**src/poly_pkg.sv**
```systemverilog
// Shared constants and types for the polynomial coefficient unit
// Import with poly_pkg::* in any module that needs the modulus or the types
`default_nettype none

package poly_pkg;

    //======================================================================
    // Sizes
    //======================================================================
    localparam int unsigned POLY_N  = 32;
    localparam int unsigned COEFF_W = 24;
    localparam int unsigned ADDR_W  = 7;
    // Coefficient index width
    localparam int unsigned IDX_W   = $clog2(POLY_N);
    // Full product of two reduced coefficients, Q^2 < 2^46
    localparam int unsigned PROD_W  = 2 * (COEFF_W - 1);

    typedef logic [COEFF_W-1:0] coeff_t;
    typedef logic [ADDR_W-1:0]  addr_t;

    //======================================================================
    // Modulus and reduction
    //======================================================================
    localparam coeff_t POLY_Q     = 24'd8380417;
    // floor(2^46 / Q)
    localparam coeff_t BARRETT_MU = 24'd8396807;

    // Region bases, one polynomial per region
    localparam addr_t BASE_A = 7'd0;
    localparam addr_t BASE_B = 7'd32;
    localparam addr_t BASE_C = 7'd64;

    // Pointwise operations
    typedef enum logic [1:0] {
        pwm = 2'd0,
        pwa = 2'd1,
        pws = 2'd2
    } pwo_op_t;

endpackage

`default_nettype wire

```
**src/poly_mem_if.sv**
```systemverilog
// One request port into the shared coefficient RAM
// Requesters use the master modport, the arbiter the slave modport
`default_nettype none

interface poly_mem_if
    import poly_pkg::*;
();

    // Request side, one-cycle strobe
    logic   req;
    logic   we;
    addr_t  addr;
    coeff_t wdata;

    // Return side, one cycle after a granted read
    coeff_t rdata;
    logic   rvalid;

    modport master (
        output req, we, addr, wdata,
        input  rdata, rvalid
    );

    modport slave (
        input  req, we, addr, wdata,
        output rdata, rvalid
    );

endinterface

`default_nettype wire

```
**src/mem_arbiter.sv**
```systemverilog
// Fixed-priority arbiter between the pointwise engine and the host port
// Engine always wins, a colliding host strobe is dropped and flagged
`default_nettype none

module mem_arbiter
    import poly_pkg::*;
(
    input  logic             clk,
    input  logic             rst_n,
    poly_mem_if.slave        eng,
    poly_mem_if.slave        host,
    output logic             ram_en,
    output logic             ram_we,
    output addr_t            ram_addr,
    output coeff_t           ram_wdata,
    input  coeff_t           ram_rdata,
    output logic             host_collision
);

    logic host_gnt;
    // Owner tags of the read in flight
    logic rd_eng_q;
    logic rd_host_q;

    //======================================================================
    // Request select
    //======================================================================
    assign host_gnt = host.req && !eng.req;

    always_comb begin
        ram_en    = eng.req || host.req;
        ram_we    = eng.req ? eng.we : host.we;
        ram_addr  = eng.req ? eng.addr : host.addr;
        ram_wdata = eng.req ? eng.wdata : host.wdata;
    end

    // Dropped host strobe, same cycle
    assign host_collision = host.req && eng.req;

    //======================================================================
    // Read return
    //======================================================================
    always_ff @(posedge clk or negedge rst_n) begin
        if (!rst_n) begin
            rd_eng_q  <= 1'b0;
            rd_host_q <= 1'b0;
        end else begin
            rd_eng_q  <= eng.req && !eng.we;
            rd_host_q <= host_gnt && !host.we;
        end
    end

    // RAM data goes to both, rvalid marks the owner
    assign eng.rvalid  = rd_eng_q;
    assign eng.rdata   = ram_rdata;
    assign host.rvalid = rd_host_q;
    assign host.rdata  = ram_rdata;

    a_rvalid_onehot : assert property (
        @(posedge clk) disable iff (!rst_n) !(eng.rvalid && host.rvalid)
    ) else $error("read data returned to both ports");

endmodule

`default_nettype wire

```
**src/flat_wrapper.sv**
```systemverilog
// flat-port wrapper written by rule: the top's interface ports become plain ports
module mem_arbiter_flat import poly_pkg::*;
  (clk, rst_n, ram_en, ram_we, ram_addr, ram_wdata, ram_rdata, host_collision, eng_req, eng_we, eng_addr, eng_wdata, eng_rdata, eng_rvalid, host_req, host_we, host_addr, host_wdata, host_rdata, host_rvalid);
  poly_mem_if eng_i ();
  poly_mem_if host_i ();
  input  logic clk;
  input  logic rst_n;
  output logic ram_en;
  output logic ram_we;
  output addr_t ram_addr;
  output coeff_t ram_wdata;
  input  coeff_t ram_rdata;
  output logic host_collision;
  input wire logic [$bits(eng_i.req)-1:0] eng_req;
  input wire logic [$bits(eng_i.we)-1:0] eng_we;
  input wire logic [$bits(eng_i.addr)-1:0] eng_addr;
  input wire logic [$bits(eng_i.wdata)-1:0] eng_wdata;
  output wire logic [$bits(eng_i.rdata)-1:0] eng_rdata;
  output wire logic [$bits(eng_i.rvalid)-1:0] eng_rvalid;
  input wire logic [$bits(host_i.req)-1:0] host_req;
  input wire logic [$bits(host_i.we)-1:0] host_we;
  input wire logic [$bits(host_i.addr)-1:0] host_addr;
  input wire logic [$bits(host_i.wdata)-1:0] host_wdata;
  output wire logic [$bits(host_i.rdata)-1:0] host_rdata;
  output wire logic [$bits(host_i.rvalid)-1:0] host_rvalid;
  assign eng_i.req = eng_req;
  assign eng_i.we = eng_we;
  assign eng_i.addr = eng_addr;
  assign eng_i.wdata = eng_wdata;
  assign eng_rdata = eng_i.rdata;
  assign eng_rvalid = eng_i.rvalid;
  assign host_i.req = host_req;
  assign host_i.we = host_we;
  assign host_i.addr = host_addr;
  assign host_i.wdata = host_wdata;
  assign host_rdata = host_i.rdata;
  assign host_rvalid = host_i.rvalid;
  mem_arbiter u_core (.clk(clk), .rst_n(rst_n), .eng(eng_i), .host(host_i), .ram_en(ram_en), .ram_we(ram_we), .ram_addr(ram_addr), .ram_wdata(ram_wdata), .ram_rdata(ram_rdata), .host_collision(host_collision));
endmodule
```
**config.mk**
```make
export PLATFORM = sky130hd
export DESIGN_NAME = mem_arbiter_flat
export DESIGN_NICKNAME = d
export VERILOG_FILES = /design/src/poly_pkg.sv /design/src/poly_mem_if.sv /design/src/mem_arbiter.sv /design/src/flat_wrapper.sv
export SDC_FILE = /design/constraint.sdc
export NUM_CORES = 1
export LEC_CHECK = 0
export ABC_AREA = 1
export BUFFER_PORTS_ARGS = -buffer_cell sky130_fd_sc_hd__buf_2
export CORE_AREA = 2 2 68 70
export CTS_CLUSTER_SIZE = 16
export DETAILED_ROUTE_END_ITERATION = 16
export DIE_AREA = 0 0 70 72
export PLACE_DENSITY = 0.8
export SLEW_MARGIN = 5
export SYNTH_ARGS = -nofsm -noshare
export SYNTH_HDL_FRONTEND = slang
export SYNTH_SLANG_ARGS = --single-unit
```
**constraint.sdc**
```tcl
create_clock -name clk -period 0.9 [get_ports clk]
set_input_delay 0.045 -clock clk [delete_from_list [all_inputs] [get_ports clk]]
set_output_delay 0.045 -clock clk [all_outputs]
set_load 0.02 [all_outputs]
```
==> out/metrics.yaml <==
period_needed_ns: 0.7887
dp_hpwl_microns: 2010
timing.final.crit_share_pct: 87.63
cts.clk_slew.worst_paths_ns: 0.03
hold_end: "u_core.eng.rvalid"
synth-simple-area-share_pct: 44.83
fin_nets: 310
cts_setup_buffers: 0
finalInstanceArea_sq_um: 1157
synthMuxAreaShare_pct: 0
synth_top_family_by_area: "buffers and inverters"
die_h_microns: 72
fin_util_pct: 27.14
overflow: 0
power_frac_seq_pct: 8.9
cts_buffer_depth: 2
net-switching-power_uw: 436.3
rsz0062_at_grt: "false"
leakage_uw: 0.0008000
pwr-share-clk_pct: 32.9
fmax_ghz: 1.268
syn_area_per_cell_sq_um: 5.670
status: "complete, no violations"
portBuffers: 103
drive_gt1_share_pct: 56.02
antenna_left: 0
grt_max_degree: 35
maxSlewHeadroom_pct: 84.83
syn_nets: 252
start_util_pct: 21.27
p_per_area_nw_per_um2: 928.6
root_buffer: "clkbuf_8"
wl_microns: 2674
cpPeakStageDelay_ns: 0.23
crit_arrival_ns: 0.74
synth_enable_flop_cells: 0
synth_top_cell_by_area: "buf_4"
syn-cell-area_sq_um: 907.1
hp-class: "in -> reg"
wl_per_cell_microns: 9.978
avgViaCountPerCell: 3.966
track_usage_pct: 9.375
switching_share_pct: 40.60
synth_xor_area_share_pct: 0
path_cells: "buf_4 > buf_12 > nand2_1 > nand2_1 > buf_2"
cpMostUsedCell: "nand2_1"
combPwrFrac_pct: 58.2
synth_most_common_cell: "nand2_1"
setup_viol: 0
drtPass1Iterations: 4
slew_violations: 0
ys_top_cells_by_count: "nand2_1, buf_4, nand2_2"
h-tree-depth: 1
ys_seq_area_share_pct: 5.517
path_max_fanout: 17
ys_seq_elements: 2
antenna_cells: 0
synthArstFlopShare_pct: 100.0
synth_top_cell_area_share_pct: 41.38
tns_ns: 0
ys_warn_count: 0
synth_compound_area_share_pct: 0
drt_iter0_drc: 16
min_from: "eng_we"
worst_hold_path.num_cells: 2
grt_pass1_wl_microns: 3884
slowest_stage: "buf_4"
via_count: 1063
gp_congestion: 0.6847
hold_violations: 0
boundaryPins: 176
synthCells: 160
p_total_uw: 1075
p_int_uw: 638.4
rows: 24
cts_sinks: 2
tritoncts: "built"
synthAdderAreaFrac_pct: 0
critical_path_required_ns: 0.85
die_area_sq_um: 5040
yosys-top-cells-area: "buf_4, nand2_1, nand2_2"
tightest_slew_ns: 0.2276
ys.flop_type: "dfrtp_1"
area_delta_synth_final_pct: 27.59
end_kind: "output pin"
critical_path.startpoint_type: "input pin"
crit_type: "in -> out"
dpl-instance-area_sq_um: 1080
antenna_found_initial: 0
maxCapViolations: 0
synth_cell_types: 11
route.detailed.drc: 0
core_area_sq_um: 4264
vdd_drop_max_v: 0.0002616
cts_made_buffers: 3
die_x_microns: 70
nFillCells: 474
grt_pass1_vias: 917
## power groups by stage
stage                     Sequential [uW]  Combinational (uW)  Clock (uW)
after global placement               96.2                 603           0
after floorplan                       102                 654           0
after global routing                 95.5                 685         388
final                                95.6                 625         354
after detailed placement             96.4                 612           0
after CTS                            95.5                 621         367
## cell type report
| cell class | instances | area [sq um] | share of cell area [%] |
|---|---|---|---|
| timing repair buffer | 107 | 565.5 | 48.86 |
| multi-input combinational | 101 | 406.6 | 35.14 |
| tap | 52 | 65.06 | 5.622 |
| sequential | 2 | 50.05 | 4.324 |
| clock buffer | 3 | 41.29 | 3.568 |
| inverter | 2 | 20.02 | 1.730 |
| timing repair inverter | 1 | 8.758 | 0.7568 |
## worst max-delay path by stage
stage          startpoint            end  slack (ns)  cells past startpoint
2_1_floorplan     eng_req    ram_addr[0]        0.30                      5
3_3_place_gp      eng_req   ram_wdata[7]        0.06                      5
3_5_place_dp      eng_req  ram_wdata[19]        0.04                      5
4_1_cts           eng_req  ram_wdata[19]        0.04                      5
5_1_grt           eng_req    ram_addr[1]        0.04                      5
6_report          eng_req   ram_wdata[0]        0.11                      5
## per-stage QoR
stage / hold WS, ns / worst slack (ns) / instances
2_1_floorplan: -0.2506 / 0.3005 / 160
3_3_place_gp: -0.1683 / 0.05993 / 262
3_5_place_dp: -0.1666 / 0.03598 / 262
4_1_cts: 0.007187 / 0.03611 / 267
5_1_grt: 0.01760 / 0.04082 / 268
6_report: 0.01152 / 0.1113 / 268
## cell usage in the layout (no fill, tap or decap)
cell,Yosys,routed
dfrtp_1,2,2
inv_6,0,1
inv_1,1,1
buf_12,0,1
nand2_2,9,9
nand2_1,89,89
nor2_2,1,1
dlygate4sd3_1,0,2
clkbuf_8,0,3
clkinv_8,0,1
nor2_1,1,1
or2_2,1,1
buf_4,50,2
buf_2,0,102
## layer usage
layer | global-route usage, % | part of all wire, % | vias to the layer above
met3 | 3.611 | 12 | 14
met5 | 0 | 0 | -
li1 | - | - | 536
met2 | 18.20 | 50 | 76
met4 | 4.701 | 1.8 | 0
met1 | 8.473 | 36 | 437
## sequential cells by signal, summed over array words and instances (netlist names)
register	cells
u_core.eng.rvalid	1
u_core.host.rvalid	1
## worst max-delay path: cells and delay by family
| kind | cells | cell delay [ns] |
|---|---|---|
| AND/OR/NAND/NOR | 2 | 0.12 |
| buffers and inverters | 3 | 0.57 |
## what timing repair did
item,4_1_cts,5_1_grt
gates resized for setup,0,3
endpoints found under the hold margin,3,0
setup endpoints to repair,0,15
hold buffers,2,0
## cells by family (layout without fill, tap and decap cells)
logic type	count (synthesis)	count (layout)
flops	2	2
buf+inv	57	113
simple gates	101	101
Note: power is estimated with default switching activity, not from simulation.
